<file path="config.mk">
export PLATFORM = sky130hd
export DESIGN_NAME = fake_ulpi_phy
export DESIGN_NICKNAME = d
export VERILOG_FILES = /design/src/logic/usb_pkg.sv /design/src/logic/ulpi_pkg.sv /design/src/logic/ulpi_linestate_monitor.sv /design/src/logic/ulpi_transfer_engine.sv /design/src/logic/ulpi_bus_arbiter.sv /design/src/logic/fake_ulpi_phy.sv
export SDC_FILE = /design/constraint.sdc
export NUM_CORES = 1
export LEC_CHECK = 0
export CORE_AREA = 8 8 123 68
export DETAILED_ROUTE_END_ITERATION = 10
export DIE_AREA = 0 0 131 76
export DONT_BUFFER_PORTS = 1
export GPL_ROUTABILITY_DRIVEN = 0
export PLACE_DENSITY_LB_ADDON = 0.1
export SLEW_MARGIN = 10
export SYNTH_ARGS = -nofsm -noshare
export SYNTH_HDL_FRONTEND = slang
export SYNTH_SLANG_ARGS = --single-unit
</file>
<file path="constraint.sdc">
create_clock -name clock -period 2.3 [get_ports clock]
set_clock_uncertainty 0.2 [all_clocks]
set_input_delay 0.345 -clock clock [delete_from_list [all_inputs] [get_ports clock]]
set_output_delay 0.345 -clock clock [all_outputs]
set_load 0.005 [all_outputs]
</file>
<file path="src/logic/usb_pkg.sv">
package usb_pkg;

  // Modelled USB line states, coded as the ULPI LineState field
  typedef enum logic [1:0] {
    LINE_SE0 = 2'b00,
    LINE_J   = 2'b01,
    LINE_K   = 2'b10
  } usb_linestate_e;

  // Width of the PID field in a token or handshake byte
  localparam int PID_WIDTH = 4;

  // Cycles of SE0 after a transmitted packet ends
  localparam logic [1:0] SE0_HOLD_CYCLES = 2'd2;

  // Period of the status timer, a short stand-in for 2.5 us
  localparam logic [3:0] STATUS_INTERVAL = 4'd12;

endpackage

</file>
<file path="src/logic/ulpi_pkg.sv">
package ulpi_pkg;

  // Command opcode in bits 7:6 of a link command byte
  typedef enum logic [1:0] {
    CMD_SPECIAL   = 2'b00,
    CMD_TRANSMIT  = 2'b01,
    CMD_REG_WRITE = 2'b10,
    CMD_REG_READ  = 2'b11
  } ulpi_cmd_e;

  // Transmit command with a zero PID starts a K-chirp
  localparam logic [7:0] NOPID = 8'h40;

  // RX CMD fields
  localparam logic [1:0] RXEVENT_NONE     = 2'b00;
  localparam logic [1:0] RXEVENT_ACTIVE   = 2'b01;
  localparam logic [1:0] RXCMD_VBUS_VALID = 2'b11;
  localparam logic [1:0] RXCMD_TAG        = 2'b01;

  // Register map
  localparam logic [5:0] REG_VENDOR_ID  = 6'h00;
  localparam logic [5:0] REG_FUNC_CTRL  = 6'h04;
  localparam logic [5:0] REG_IFACE_CTRL = 6'h07;
  localparam logic [5:0] REG_SCRATCH    = 6'h16;

  localparam logic [7:0] VENDOR_ID_VALUE = 8'h24;
  localparam logic [7:0] FUNC_CTRL_RESET = 8'h41;

  typedef enum logic [3:0] {
    ST_IDLE, ST_TX_WAIT, ST_TX_DATA, ST_RX_TURN, ST_RX_CMD,
    ST_RX_DATA, ST_REG_WRITE, ST_REG_TURN, ST_REG_DATA, ST_CHIRP
  } engine_state_e;

  typedef enum logic [1:0] {
    STATUS_OFF, STATUS_TURN, STATUS_CMD
  } status_state_e;

  // Build an RX CMD byte from the event code and the line state
  function automatic logic [7:0] rx_cmd_byte(input logic [1:0] rx_event,
                                             input logic [1:0] line_state);
    return {RXCMD_TAG, rx_event, RXCMD_VBUS_VALID, line_state};
  endfunction

endpackage

</file>
<file path="src/logic/ulpi_linestate_monitor.sv">
`timescale 1ns/100ps

module ulpi_linestate_monitor
  import usb_pkg::*;
(
  input  logic           clock,
  input  logic           reset,
  input  logic           chirp_i,
  input  logic           eop_i,
  input  logic           status_grant_i,
  output usb_linestate_e linestate_o,
  output logic           status_req_o
);

  usb_linestate_e line_state;
  usb_linestate_e prev_q;
  usb_linestate_e reported_q;
  usb_linestate_e report_q;
  logic [$bits(SE0_HOLD_CYCLES)-1:0] se0_count_q;
  logic [$bits(STATUS_INTERVAL)-1:0] timer_q;
  logic timer_pulse;
  logic sample;
  logic capture;

  // Chirp wins over the SE0 that follows a packet
  always_comb begin
    if (chirp_i) begin
      line_state = LINE_K;
    end else if (se0_count_q != '0) begin
      line_state = LINE_SE0;
    end else begin
      line_state = LINE_J;
    end
  end

  assign timer_pulse = timer_q == STATUS_INTERVAL - 4'd1;

  // A fresh change is sampled at once so short SE0 is not missed
  assign sample  = timer_pulse || (line_state != prev_q);
  assign capture = sample && !status_req_o && (line_state != reported_q);

  // While a report is pending the arbiter sees the captured state
  assign linestate_o = status_req_o ? report_q : line_state;

  always_ff @(posedge clock) begin
    if (reset) begin
      se0_count_q  <= '0;
      timer_q      <= '0;
      prev_q       <= LINE_J;
      reported_q   <= LINE_J;
      status_req_o <= 1'b0;
    end else begin
      prev_q  <= line_state;
      timer_q <= timer_pulse ? '0 : timer_q + 1'b1;

      if (eop_i) begin
        se0_count_q <= SE0_HOLD_CYCLES;
      end else if (se0_count_q != '0) begin
        se0_count_q <= se0_count_q - 1'b1;
      end

      if (status_grant_i) begin
        status_req_o <= 1'b0;
        reported_q   <= report_q;
      end else if (capture) begin
        status_req_o <= 1'b1;
      end
    end
  end

  always_ff @(posedge clock) begin
    if (capture) begin
      report_q <= line_state;
    end
  end

endmodule

</file>
<file path="src/logic/ulpi_transfer_engine.sv">
`timescale 1ns/100ps

module ulpi_transfer_engine
  import usb_pkg::*;
  import ulpi_pkg::*;
(
  input  logic           clock,
  input  logic           reset,
  input  logic [7:0]     ulpi_data_i,
  input  logic           ulpi_stp_i,
  input  logic           bus_held_i,
  input  usb_linestate_e linestate_i,
  input  logic           usb_in_valid_i,
  input  logic           usb_in_last_i,
  input  logic [7:0]     usb_in_data_i,
  input  logic           usb_out_ready_i,
  output logic           eng_dir_o,
  output logic           eng_nxt_o,
  output logic [7:0]     eng_data_o,
  output logic           eng_idle_o,
  output logic           chirp_o,
  output logic           eop_o,
  output logic           usb_in_ready_o,
  output logic           usb_out_valid_o,
  output logic           usb_out_last_o,
  output logic [7:0]     usb_out_data_o
);

  engine_state_e state;
  ulpi_cmd_e     cmd;
  logic          nxt_q;
  logic          read_q;
  logic          drain_q;
  logic [5:0]    addr_q;
  logic [7:0]    wdata_q;
  logic [7:0]    func_ctrl_q;
  logic [7:0]    iface_ctrl_q;
  logic [7:0]    scratch_q;
  logic [7:0]    read_data;
  logic          can_start;
  logic          cmd_seen;
  logic          in_fire;
  logic          tx_accept;
  logic [7:0]    tx_byte;
  logic          out_free;
  logic          out_valid_q;
  logic          out_last_q;
  logic [7:0]    out_data_q;
  logic          skid_valid_q;
  logic          skid_last_q;
  logic [7:0]    skid_data_q;

  assign cmd      = ulpi_cmd_e'(ulpi_data_i[7:6]);
  assign cmd_seen = ulpi_data_i != 8'h00;
  assign in_fire  = usb_in_valid_i && usb_in_ready_o;

  // Nothing new starts until the out stream and any aborted packet have drained
  assign can_start  = (state == ST_IDLE) && !bus_held_i && !drain_q &&
                      !out_valid_q && !skid_valid_q;
  assign eng_idle_o = can_start && !cmd_seen && !usb_in_valid_i;

  // PID byte goes out as inverted PID over PID
  assign tx_accept = (state == ST_TX_WAIT || state == ST_TX_DATA) && nxt_q && !ulpi_stp_i;
  assign tx_byte   = (state == ST_TX_WAIT) ?
                     {~ulpi_data_i[PID_WIDTH-1:0], ulpi_data_i[PID_WIDTH-1:0]} : ulpi_data_i;
  assign out_free  = !out_valid_q || usb_out_ready_i;

  always_ff @(posedge clock) begin
    if (reset) begin
      state        <= ST_IDLE;
      nxt_q        <= 1'b0;
      read_q       <= 1'b0;
      drain_q      <= 1'b0;
      func_ctrl_q  <= FUNC_CTRL_RESET;
      iface_ctrl_q <= 8'h00;
      scratch_q    <= 8'h00;
    end else begin
      if (drain_q && in_fire && usb_in_last_i) begin
        drain_q <= 1'b0;
      end
      case (state)
        ST_IDLE: begin
          if (can_start && cmd_seen) begin
            case (cmd)
              CMD_TRANSMIT: begin
                if (ulpi_data_i == NOPID) begin
                  state <= ST_CHIRP;
                  nxt_q <= 1'b1;
                end else begin
                  state <= ST_TX_WAIT;
                  nxt_q <= usb_out_ready_i;
                end
              end
              CMD_REG_WRITE, CMD_REG_READ: begin
                state  <= ST_REG_WRITE;
                read_q <= cmd == CMD_REG_READ;
                nxt_q  <= 1'b1;
              end
              // Special commands are not modelled
              default: state <= ST_IDLE;
            endcase
          end else if (can_start && usb_in_valid_i) begin
            state <= ST_RX_TURN;
          end
        end
        ST_TX_WAIT: begin
          nxt_q <= usb_out_ready_i;
          if (nxt_q) begin
            state <= ST_TX_DATA;
          end
        end
        ST_TX_DATA: begin
          nxt_q <= usb_out_ready_i && !ulpi_stp_i;
          if (ulpi_stp_i) begin
            state <= ST_IDLE;
          end
        end
        ST_RX_TURN, ST_RX_CMD: begin
          drain_q <= ulpi_stp_i;
          if (ulpi_stp_i) begin
            state <= ST_IDLE;
          end else begin
            state <= (state == ST_RX_TURN) ? ST_RX_CMD : ST_RX_DATA;
          end
        end
        ST_RX_DATA: begin
          if (ulpi_stp_i) begin
            state   <= ST_IDLE;
            drain_q <= !(in_fire && usb_in_last_i);
          end else if (in_fire && usb_in_last_i) begin
            state <= ST_IDLE;
          end
        end
        // Register command accepted; a read leaves after one nxt cycle
        ST_REG_WRITE: begin
          if (read_q) begin
            state <= ST_REG_TURN;
            nxt_q <= 1'b0;
          end else if (ulpi_stp_i) begin
            state <= ST_IDLE;
            nxt_q <= 1'b0;
            case (addr_q)
              REG_FUNC_CTRL:  func_ctrl_q  <= wdata_q;
              REG_IFACE_CTRL: iface_ctrl_q <= wdata_q;
              REG_SCRATCH:    scratch_q    <= wdata_q;
              default:        scratch_q    <= scratch_q;
            endcase
          end
        end
        ST_REG_TURN: state <= ST_REG_DATA;
        ST_CHIRP: begin
          if (ulpi_stp_i) begin
            state <= ST_IDLE;
            nxt_q <= 1'b0;
          end
        end
        default: state <= ST_IDLE;
      endcase
    end
  end

  // Out stream with one output stage plus a skid entry for the byte in flight
  always_ff @(posedge clock) begin
    if (reset) begin
      out_valid_q  <= 1'b0;
      out_last_q   <= 1'b0;
      skid_valid_q <= 1'b0;
      skid_last_q  <= 1'b0;
    end else if (out_free) begin
      out_valid_q  <= skid_valid_q || tx_accept;
      out_last_q   <= skid_valid_q && (skid_last_q || eop_o);
      skid_valid_q <= 1'b0;
      skid_last_q  <= 1'b0;
    end else begin
      out_last_q  <= out_last_q || (eop_o && !skid_valid_q);
      skid_last_q <= skid_valid_q && (skid_last_q || eop_o);
      if (tx_accept) begin
        skid_valid_q <= 1'b1;
      end
    end
  end

  always_ff @(posedge clock) begin
    wdata_q <= ulpi_data_i;
    if (state == ST_IDLE) begin
      addr_q <= ulpi_data_i[5:0];
    end
    if (out_free) begin
      out_data_q <= skid_valid_q ? skid_data_q : tx_byte;
    end else if (tx_accept) begin
      skid_data_q <= tx_byte;
    end
  end

  always_comb begin
    case (addr_q)
      REG_VENDOR_ID:  read_data = VENDOR_ID_VALUE;
      REG_FUNC_CTRL:  read_data = func_ctrl_q;
      REG_IFACE_CTRL: read_data = iface_ctrl_q;
      REG_SCRATCH:    read_data = scratch_q;
      default:        read_data = 8'h00;
    endcase
  end

  always_comb begin
    case (state)
      ST_RX_CMD:   eng_data_o = rx_cmd_byte(RXEVENT_ACTIVE, linestate_i);
      ST_RX_DATA:  eng_data_o = usb_in_data_i;
      ST_REG_DATA: eng_data_o = read_data;
      default:     eng_data_o = 8'h00;
    endcase
  end

  assign eng_dir_o = state inside {ST_RX_TURN, ST_RX_CMD, ST_RX_DATA, ST_REG_TURN, ST_REG_DATA};
  // Receive data paces nxt directly from the incoming stream
  assign eng_nxt_o = (state == ST_RX_DATA) ? usb_in_valid_i : nxt_q;

  assign chirp_o        = state == ST_CHIRP;
  assign eop_o          = (state == ST_TX_DATA) && ulpi_stp_i;
  assign usb_in_ready_o = (state == ST_RX_DATA) || drain_q;

  assign usb_out_valid_o = out_valid_q;
  assign usb_out_last_o  = out_last_q || (eop_o && !skid_valid_q);
  assign usb_out_data_o  = out_data_q;

endmodule

</file>
<file path="src/logic/ulpi_bus_arbiter.sv">
`timescale 1ns/100ps

module ulpi_bus_arbiter
  import usb_pkg::*;
  import ulpi_pkg::*;
(
  input  logic           clock,
  input  logic           reset,
  input  logic           eng_dir_i,
  input  logic           eng_nxt_i,
  input  logic [7:0]     eng_data_i,
  input  logic           eng_idle_i,
  input  logic           status_req_i,
  input  usb_linestate_e linestate_i,
  output logic           status_grant_o,
  output logic           bus_held_o,
  output logic           ulpi_dir_o,
  output logic           ulpi_nxt_o,
  output logic [7:0]     ulpi_data_o
);

  status_state_e  state;
  usb_linestate_e report_q;

  // Status only slips in between engine transfers
  assign status_grant_o = (state == STATUS_OFF) && status_req_i && eng_idle_i;
  assign bus_held_o     = state != STATUS_OFF;

  assign ulpi_dir_o  = bus_held_o || eng_dir_i;
  assign ulpi_nxt_o  = !bus_held_o && eng_nxt_i;
  assign ulpi_data_o = (state == STATUS_CMD) ? rx_cmd_byte(RXEVENT_NONE, report_q) : eng_data_i;

  always_ff @(posedge clock) begin
    if (reset) begin
      state <= STATUS_OFF;
    end else begin
      case (state)
        STATUS_OFF: begin
          if (status_grant_o) begin
            state <= STATUS_TURN;
          end
        end
        STATUS_TURN: state <= STATUS_CMD;
        default:     state <= STATUS_OFF;
      endcase
    end
  end

  // Line state is frozen at the grant for the RX CMD two cycles later
  always_ff @(posedge clock) begin
    if (status_grant_o) begin
      report_q <= linestate_i;
    end
  end

endmodule

</file>
<file path="src/logic/fake_ulpi_phy.sv">
`timescale 1ns/100ps

module fake_ulpi_phy
  import usb_pkg::*;
(
  input  logic       clock,
  input  logic       reset,

  input  logic [7:0] ulpi_data_i,
  input  logic       ulpi_stp_i,
  output logic       ulpi_dir_o,
  output logic       ulpi_nxt_o,
  output logic [7:0] ulpi_data_o,

  // Packets from the USB line toward the link
  input  logic       usb_in_valid_i,
  output logic       usb_in_ready_o,
  input  logic       usb_in_last_i,
  input  logic [7:0] usb_in_data_i,

  // Packets transmitted by the link
  output logic       usb_out_valid_o,
  input  logic       usb_out_ready_i,
  output logic       usb_out_last_o,
  output logic [7:0] usb_out_data_o
);

  logic           eng_dir;
  logic           eng_nxt;
  logic [7:0]     eng_data;
  logic           eng_idle;
  logic           chirp;
  logic           eop;
  logic           status_req;
  logic           status_grant;
  logic           bus_held;
  usb_linestate_e linestate;

  ulpi_linestate_monitor monitor0 (
    .clock          (clock),
    .reset          (reset),
    .chirp_i        (chirp),
    .eop_i          (eop),
    .status_grant_i (status_grant),
    .linestate_o    (linestate),
    .status_req_o   (status_req)
  );

  ulpi_transfer_engine engine0 (
    .clock           (clock),
    .reset           (reset),
    .ulpi_data_i     (ulpi_data_i),
    .ulpi_stp_i      (ulpi_stp_i),
    .bus_held_i      (bus_held),
    .linestate_i     (linestate),
    .usb_in_valid_i  (usb_in_valid_i),
    .usb_in_last_i   (usb_in_last_i),
    .usb_in_data_i   (usb_in_data_i),
    .usb_out_ready_i (usb_out_ready_i),
    .eng_dir_o       (eng_dir),
    .eng_nxt_o       (eng_nxt),
    .eng_data_o      (eng_data),
    .eng_idle_o      (eng_idle),
    .chirp_o         (chirp),
    .eop_o           (eop),
    .usb_in_ready_o  (usb_in_ready_o),
    .usb_out_valid_o (usb_out_valid_o),
    .usb_out_last_o  (usb_out_last_o),
    .usb_out_data_o  (usb_out_data_o)
  );

  ulpi_bus_arbiter arbiter0 (
    .clock          (clock),
    .reset          (reset),
    .eng_dir_i      (eng_dir),
    .eng_nxt_i      (eng_nxt),
    .eng_data_i     (eng_data),
    .eng_idle_i     (eng_idle),
    .status_req_i   (status_req),
    .linestate_i    (linestate),
    .status_grant_o (status_grant),
    .bus_held_o     (bus_held),
    .ulpi_dir_o     (ulpi_dir_o),
    .ulpi_nxt_o     (ulpi_nxt_o),
    .ulpi_data_o    (ulpi_data_o)
  );

endmodule

</file>
==> out/results.tsv, run 1 <==
metric	value	unit
synth-xor-area-share	0.4733	%
final_layout_size_suffix_gt1_share	23.39	%
whs_path_depth	2	
ant_nets	0	
timing.critical_path.slowest_stage_cell	sky130_fd_sc_hd__or4b_4	
port_buffers	0	
final_period_minus_worst_setup_slack	2665	ps
floorplan.rows	22	
groute.usage.overall	21.49	%
finalCritPeriodShare	115.8	%
largest_net_degree_at_the_start_of_global_routing	42	
slowest_delay	610	ps
cp-start-kind	register	
critical_path_required	1750	ps
timing.setup.tns	-2312	ps
finalSetupViolations	8	
min_to	monitor0.reported_q[0]	
synth-seq-cells	82	
wl_per_cell	18.61	µm
synth_edf_count	26	
syn2layout_area_growth	24.78	%
max_freq	375.3	MHz
finalMaxSlewViolations	0	
synth_nets	418	
grt_first_pass_wirelength	16550	µm
insertion_delay	340	ps
die_area	9956	µm²
ff2ff_path_depth	7	
reg2reg_from	engine0.addr_q[5]	
worst_hold_startpoint	reset	
diodes	0	
syn_area_per_cell	9.370	µm²
clk_pin_slew_worst_paths	60	ps
ioPinCount	43	
r2r_setup_slk	70	ps
die_width	131	µm
synth.cell_area	3701	µm²
cts_tree	done	
initial_utilization	54.00	%
synthSimpleGateAreaFrac	25.25	%
ir_drop	440.5	µV
critical_path.max_fanout	5	
synth_flop_cell	sky130_fd_sc_hd__dfxtp_1	
grt.overflow.total	0	
synth_top_area_share	30.29	%
worst-endpoint-arrival	2120	ps
antenna_found_initial	0	
synth-compound-area-share	15.96	%
area_of_the_core	6854	µm²
finalInstanceArea	4618	µm²
h-tree-depth	3	
vias_per_cell	5.928	
run_status	finished with violations	
path_class_of_the_lowest_slack_min_delay_path	input port to register	
cts_inserted_buffers	9	
rsz0062_at_grt	true	
ys.warnings.count	0	
hold_viol	0	
finalNetCount	467	
num_vias	3231	
netlist_top_cells_area	sky130_fd_sc_hd__dfxtp_1, sky130_fd_sc_hd__edfxtp_1, sky130_fd_sc_hd__nand2_1	
post-dp-hpwl	6962	µm
fin_hold_ws	7.090	ps
max-cap-violations	0	
clockRootBuffer	sky130_fd_sc_hd__clkbuf_16	
drt_pre_antenna_iters	5	
worstSetupEndpointType	output port	
post-synth-top-area-cell	sky130_fd_sc_hd__dfxtp_1	
detailed_place.area	3985	µm²
kind_of_critical_path	register to output port	
power-per-cell-area	963.5	nW/µm²
synth.yosys.seq_area_share	51.39	%
setup_slack	-364.5	ps
cts_buffer_depth	2	
nFillCells	546	
synth.mux.area_fraction	3.516	%
wl	10140	µm
worstPathCellList	or4b_4 > buf_4 > nor2_4 > a22oi_2 > a21oi_2 > a211o_1	
slew_worst_pin	446.2	ps
drt_first_iter_violations	234	
synthesized_area_fraction_occupied_by_adder_cells	0.3381	%
drc_errors	0	
maxSlewHeadroom	70.01	%
dieHeight	76	µm
cts.sink_count	82	
violated_checks	negative setup slack	
first_global_vias	3145	
netlist-cell-type-count	67	
reg2reg_to	engine0.func_ctrl_q[5]	
async_reset_ff_share	0	%
largest_family_of_logic_cells_by_synthesized_area	simple AND/OR/NAND/NOR gates	
power.static_leakage	1.658	nW
netlist_instances	395	
[metal layers]
layer / vias up / share of wire, % / global-route usage, %
li1: 1544 / - / -
met1: 1564 / 49 / 30.56
met2: 108 / 44 / 29.97
met3: 15 / 6.0 / 5.936
met4: 0 / 1.5 / 8.077
met5: - / 0 / 0
[cells in the mapped netlist, types with 2 or more instances]
| master | number |
|---|---|
| sky130_fd_sc_hd__nand2_1 | 60 |
| sky130_fd_sc_hd__dfxtp_1 | 56 |
| sky130_fd_sc_hd__a21oi_1 | 42 |
| sky130_fd_sc_hd__nand3_1 | 30 |
| sky130_fd_sc_hd__edfxtp_1 | 26 |
| sky130_fd_sc_hd__nor2_1 | 23 |
| sky130_fd_sc_hd__o21ai_0 | 15 |
| sky130_fd_sc_hd__nand2b_1 | 10 |
| sky130_fd_sc_hd__clkbuf_1 | 9 |
| sky130_fd_sc_hd__nor3_1 | 9 |
| sky130_fd_sc_hd__inv_1 | 8 |
| sky130_fd_sc_hd__mux2_2 | 8 |
| sky130_fd_sc_hd__a22oi_1 | 6 |
| sky130_fd_sc_hd__nor2b_1 | 5 |
| sky130_fd_sc_hd__nor3b_1 | 5 |
| sky130_fd_sc_hd__a211o_1 | 4 |
| sky130_fd_sc_hd__buf_2 | 4 |
| sky130_fd_sc_hd__mux2i_1 | 4 |
| sky130_fd_sc_hd__or3_1 | 4 |
| sky130_fd_sc_hd__a31oi_1 | 3 |
| sky130_fd_sc_hd__and3_1 | 3 |
| sky130_fd_sc_hd__nand3b_1 | 3 |
| sky130_fd_sc_hd__nand4_1 | 3 |
| sky130_fd_sc_hd__nor3_2 | 3 |
| sky130_fd_sc_hd__or4_1 | 3 |
| sky130_fd_sc_hd__a21o_1 | 2 |
| sky130_fd_sc_hd__and2_1 | 2 |
| sky130_fd_sc_hd__inv_2 | 2 |
| sky130_fd_sc_hd__nand2_2 | 2 |
| sky130_fd_sc_hd__nor4b_1 | 2 |
| sky130_fd_sc_hd__o221ai_1 | 2 |
| sky130_fd_sc_hd__o2bb2ai_1 | 2 |
[what timing repair did]
action                                 in CTS  in global routing
endpoints found under the hold margin      59                  0
cloned                                      1                  0
setup endpoints to repair                   8                 32
pin swaps                                  14                 11
hold buffers                               12                  0
buffers inserted                            6                  3
gates resized for setup                    20                 17
[how the worst max path moves through the flow]
stage                          end  cells after the start              start  slack (ps)
global placement    ulpi_data_o[2]                      5  engine0.addr_q[3]          60
finish              ulpi_data_o[6]                      6  engine0.addr_q[5]        -360
global route        ulpi_data_o[6]                      6  engine0.addr_q[5]        -440
CTS                 ulpi_data_o[7]                      6  engine0.addr_q[5]        -320
detailed placement  ulpi_data_o[1]                      5  engine0.addr_q[3]         -40
floorplan           ulpi_data_o[4]                      6  engine0.addr_q[3]          30
[registers in the layout, summed over array words and instances, names as in the netlist, 2 cells and up]
signal and cells:
engine0.usb_out_data_o 8, monitor0.timer_q 4, engine0.addr_q 6, engine0.wdata_q 8, engine0.scratch_q 8, monitor0.report_q 2, monitor0.se0_count_q 2, monitor0.prev_q 2
monitor0.reported_q 2, engine0.func_ctrl_q 8, arbiter0.report_q 2, engine0.skid_data_q 8, engine0.iface_ctrl_q 8, engine0.state 4, arbiter0.state 2
[where the power goes]
part,total [mW],switching [mW],internal (mW)
registers,1.80,0.123,1.68
logic,1.31,0.745,0.564
clock network,1.34,0.573,0.766
total,4.45,1.44,3.01
[cell type report]
cell class	instances	area [µm²]	area share (%)
Clock buffer	11	242.7	5.256
Clock inverter	5	38.79	0.8399
Inverter	10	40.04	0.8670
Multi-Input combinational cell	288	1824	39.50
Sequential cell	82	1903	41.21
Tap cell	96	120.1	2.601
Timing Repair Buffer	53	449.2	9.726
[per-stage QoR]
step	total power, mW	cells	setup slack [ps]	util, %
floorplan	2.502	395	29.83	-
global placement	2.871	507	59.90	58.14
detailed placement	2.901	507	-39.65	58.14
CTS	4.367	542	-315.0	65.92
global route	4.678	545	-443.9	67.38
finish	4.450	545	-364.5	67.38
[cells by family after synthesis]
logic type | after synthesis
flops | 82
xor+xnor | 2
compound gates | 94
simple gates | 178
buf+inv | 26
mux | 12
fa+ha+maj | 1
[critical path, delay by kind of cell (launching register included)]
family	cells	cell delay (ps)
and+or+nand+nor	2	790
DFF	1	400
AOI/OAI and AO/OA	3	430
buffers and inverters	1	170
[cells in the final DEF (no fill, tap or decap), drive strengths merged, types with 6 or more instances in the layout]
cell type     n
nor2         25
dlygate4sd3  11
nand3        30
edfxtp       26
nor3         13
dfxtp        56
inv          11
mux2          8
nand2        62
o21ai        16
buf          42
nand2b       10
a21oi        42
clkbuf       11
a22oi         6
No activity file was read; power rests on OpenSTA's default activity.
==> inputs of run 2 (changes only) <==
--- a/config.mk
+++ b/config.mk
@@ -5,9 +5,9 @@
 export SDC_FILE = /design/constraint.sdc
 export NUM_CORES = 1
 export LEC_CHECK = 0
-export CORE_AREA = 8 8 123 68
+export CORE_AREA = 8 8 118 66
 export DETAILED_ROUTE_END_ITERATION = 10
-export DIE_AREA = 0 0 131 76
+export DIE_AREA = 0 0 126 74
 export DONT_BUFFER_PORTS = 1
 export GPL_ROUTABILITY_DRIVEN = 0
 export PLACE_DENSITY_LB_ADDON = 0.1
==> constraint.sdc (replaced) <==
create_clock -name clock -period 2.5 [get_ports clock]
set_clock_uncertainty 0.2 [all_clocks]
set_input_delay 0.375 -clock clock [delete_from_list [all_inputs] [get_ports clock]]
set_output_delay 0.375 -clock clock [all_outputs]
set_load 0.005 [all_outputs]
==> run 2 against run 1 <==
The flow still finishes with violations (negative setup slack). Clock power is 7% lower. Register-to-register slack better by 90 ps. Design area is 5.7% lower. Routed wire length is 1.7% lower. Sequential share of layout area is 2.5 points higher. Critical path depth stayed put. Largest cell class unchanged.
==> out/results.tsv, run 2 (same netlist as run 1, synthesis figures left out) <==
metric	value	unit	change
final_period_minus_worst_setup_slack	2724	ps	
timing.setup.tns	-1532	ps	+780.1 ps
clockRootBuffer	sky130_fd_sc_hd__clkbuf_16		
drt_first_iter_violations	316		+35%
max_freq	367.2	MHz	
wl_per_cell	19.55	µm	+5.0%
initial_utilization	59.18	%	+5.2 points
post-dp-hpwl	6699	µm	-3.8%
hold_viol	0		unchanged
cts_buffer_depth	2		unchanged
p_sw	1.242	mW	-14%
sequential_cell_area	1903	µm²	unchanged
path_class_of_the_lowest_slack_min_delay_path	input port to register		
nFillCells	488		-11%
power_total	3.922	mW	-12%
area_taken_by_multi_input_logic_gates	1732	µm²	-5.1%
critical_path.max_fanout	5		unchanged
run_status	finished with violations		
finalSetupViolations	8		unchanged
maxSlewHeadroom	60.53	%	-9.5 points
finalCritPeriodShare	108.9	%	
floorplan.rows	21		-4.5%
clockPowerShare	31.8	%	+1.7 points
cts_tree	done		
ant_nets	0		unchanged
area_of_the_core	6254	µm²	-8.8%
violated_checks	negative setup slack		
most-common-layout-cells	sky130_fd_sc_hd__nand2_1, sky130_fd_sc_hd__dfxtp_1, sky130_fd_sc_hd__a21oi_1		
groute.usage.overall	22.63	%	+1.1 points
post-route-util	69.67	%	+2.3 points
fin_hold_ws	15.92	ps	+8.827 ps
cts.sink_count	82		unchanged
syn2layout_area_growth	17.71	%	
clk_pin_slew_worst_paths	60	ps	about the same
h-tree-depth	3		unchanged
drc_errors	0		unchanged
finalMaxSlewViolations	0		unchanged
insertion_delay	340	ps	about the same
die_area	9324	µm²	-6.3%
dieHeight	74	µm	-2.6%
ir_drop	526.8	µV	+20%
largest_net_degree_at_the_start_of_global_routing	41		-2.4%
reg2reg_to	engine0.func_ctrl_q[0]		
comb_power_share	25.9	%	-3.5 points
antenna_found_initial	0		unchanged
worst-endpoint-arrival	2150	ps	+30 ps
vias_per_cell	6.200		+4.6%
wl	9969	µm	-1.7%
min_to	monitor0.reported_q[0]		
setup_slack	-223.7	ps	+140.9 ps
seqPwrFrac	42.3	%	+1.8 points
max-cap-violations	0		unchanged
whs_path_depth	2		unchanged
power.static_leakage	1.547	nW	-6.7%
grt_first_pass_wirelength	16100	µm	-2.7%
num_vias	3162		-2.1%
diodes	0		unchanged
ff2ff_path_depth	7		unchanged
first_global_vias	3016		-4.1%
finalNetCount	448		-4.1%
cts_inserted_buffers	9		unchanged
port_buffers	0		unchanged
layout_commonest_cell	sky130_fd_sc_hd__nand2_1		
drt_pre_antenna_iters	6		+1
critical_path_required	1920	ps	+170 ps
intPower	2.680	mW	-11%
ioPinCount	43		unchanged
slew_worst_pin	591.3	ps	+145.1 ps
die_width	126	µm	-3.8%
grt.overflow.total	0		unchanged
worst_hold_startpoint	reset		
power-per-cell-area	900.2	nW/µm²	-6.6%
final_layout_size_suffix_gt1_share	16.98	%	-6.4 points
reg2reg_from	engine0.addr_q[5]		
kind_of_critical_path	register to output port		
r2r_setup_slk	160	ps	+90 ps
switching_share	31.66	%	-0.73 points
worstSetupEndpointType	output port		
cp-start-kind	register		
rsz0062_at_grt	true		
run 2: final cells by class:
cell class	count	share of cell area (%)
clock buffers	12	5.887
clock inverters	4	0.5744
inverters	10	0.8616
multi-input cells	288	39.75
flip-flops and latches	82	43.68
well taps	80	2.298
repair buffers	34	6.950
run 2: worst max-delay path by stage:
stage | startpoint | end | slack [ps] | depth (start not counted)
5_1_grt | engine0.addr_q[5] | ulpi_data_o[4] | -300 | 5
4_1_cts | engine0.addr_q[3] | ulpi_data_o[1] | -200 | 5
2_1_floorplan | engine0.addr_q[3] | ulpi_data_o[4] | 200 | 6
3_5_place_dp | engine0.addr_q[3] | ulpi_data_o[1] | 150 | 5
6_report | engine0.addr_q[5] | ulpi_data_o[1] | -220 | 6
3_3_place_gp | engine0.addr_q[1] | ulpi_data_o[0] | 150 | 5
run 2: worst max-delay path, stage by stage (launching register included):
cell	delay, ps
sky130_fd_sc_hd__edfxtp_1	400
sky130_fd_sc_hd__or4b_4	600
sky130_fd_sc_hd__buf_4	170
sky130_fd_sc_hd__nor2_4	160
sky130_fd_sc_hd__a22oi_2	120
sky130_fd_sc_hd__a21oi_2	180
sky130_fd_sc_hd__o22a_1	180
run 2: power groups by stage:
stage / Combinational (mW) / Clock [mW] / Sequential, mW
2_1_floorplan: 0.624 / 0 / 1.68
3_3_place_gp: 0.854 / 0 / 1.69
3_5_place_dp: 0.871 / 0 / 1.70
4_1_cts: 0.989 / 1.27 / 1.66
5_1_grt: 1.11 / 1.32 / 1.68
6_report: 1.02 / 1.25 / 1.66
run 2: repair_timing:
item,CTS,global route
pin swaps,12,11
buffers inserted,8,1
resized for setup,9,3
cloned,1,0
endpoints found under the hold margin,58,0
setup endpoints to repair,8,8
hold buffers,10,0
run 2: metal layers:
| metal | track usage, % | wire, µm |
|---|---|---|
| met1 | 29.12 | 4460 |
| met3 | 7.797 | 907 |
| met4 | 8.322 | 139 |
| met2 | 35.01 | 4461 |
| met5 | 0 | 0 |
run 2: stage by stage:
step	worst slack, ps	area (µm²)	std cells
3_5_place_dp	153.4	3850	474
6_report	-223.7	4357	510
3_3_place_gp	150.2	3850	474
4_1_cts	-196.5	4335	509
2_1_floorplan	199.8	3701	395
5_1_grt	-299.5	4357	510
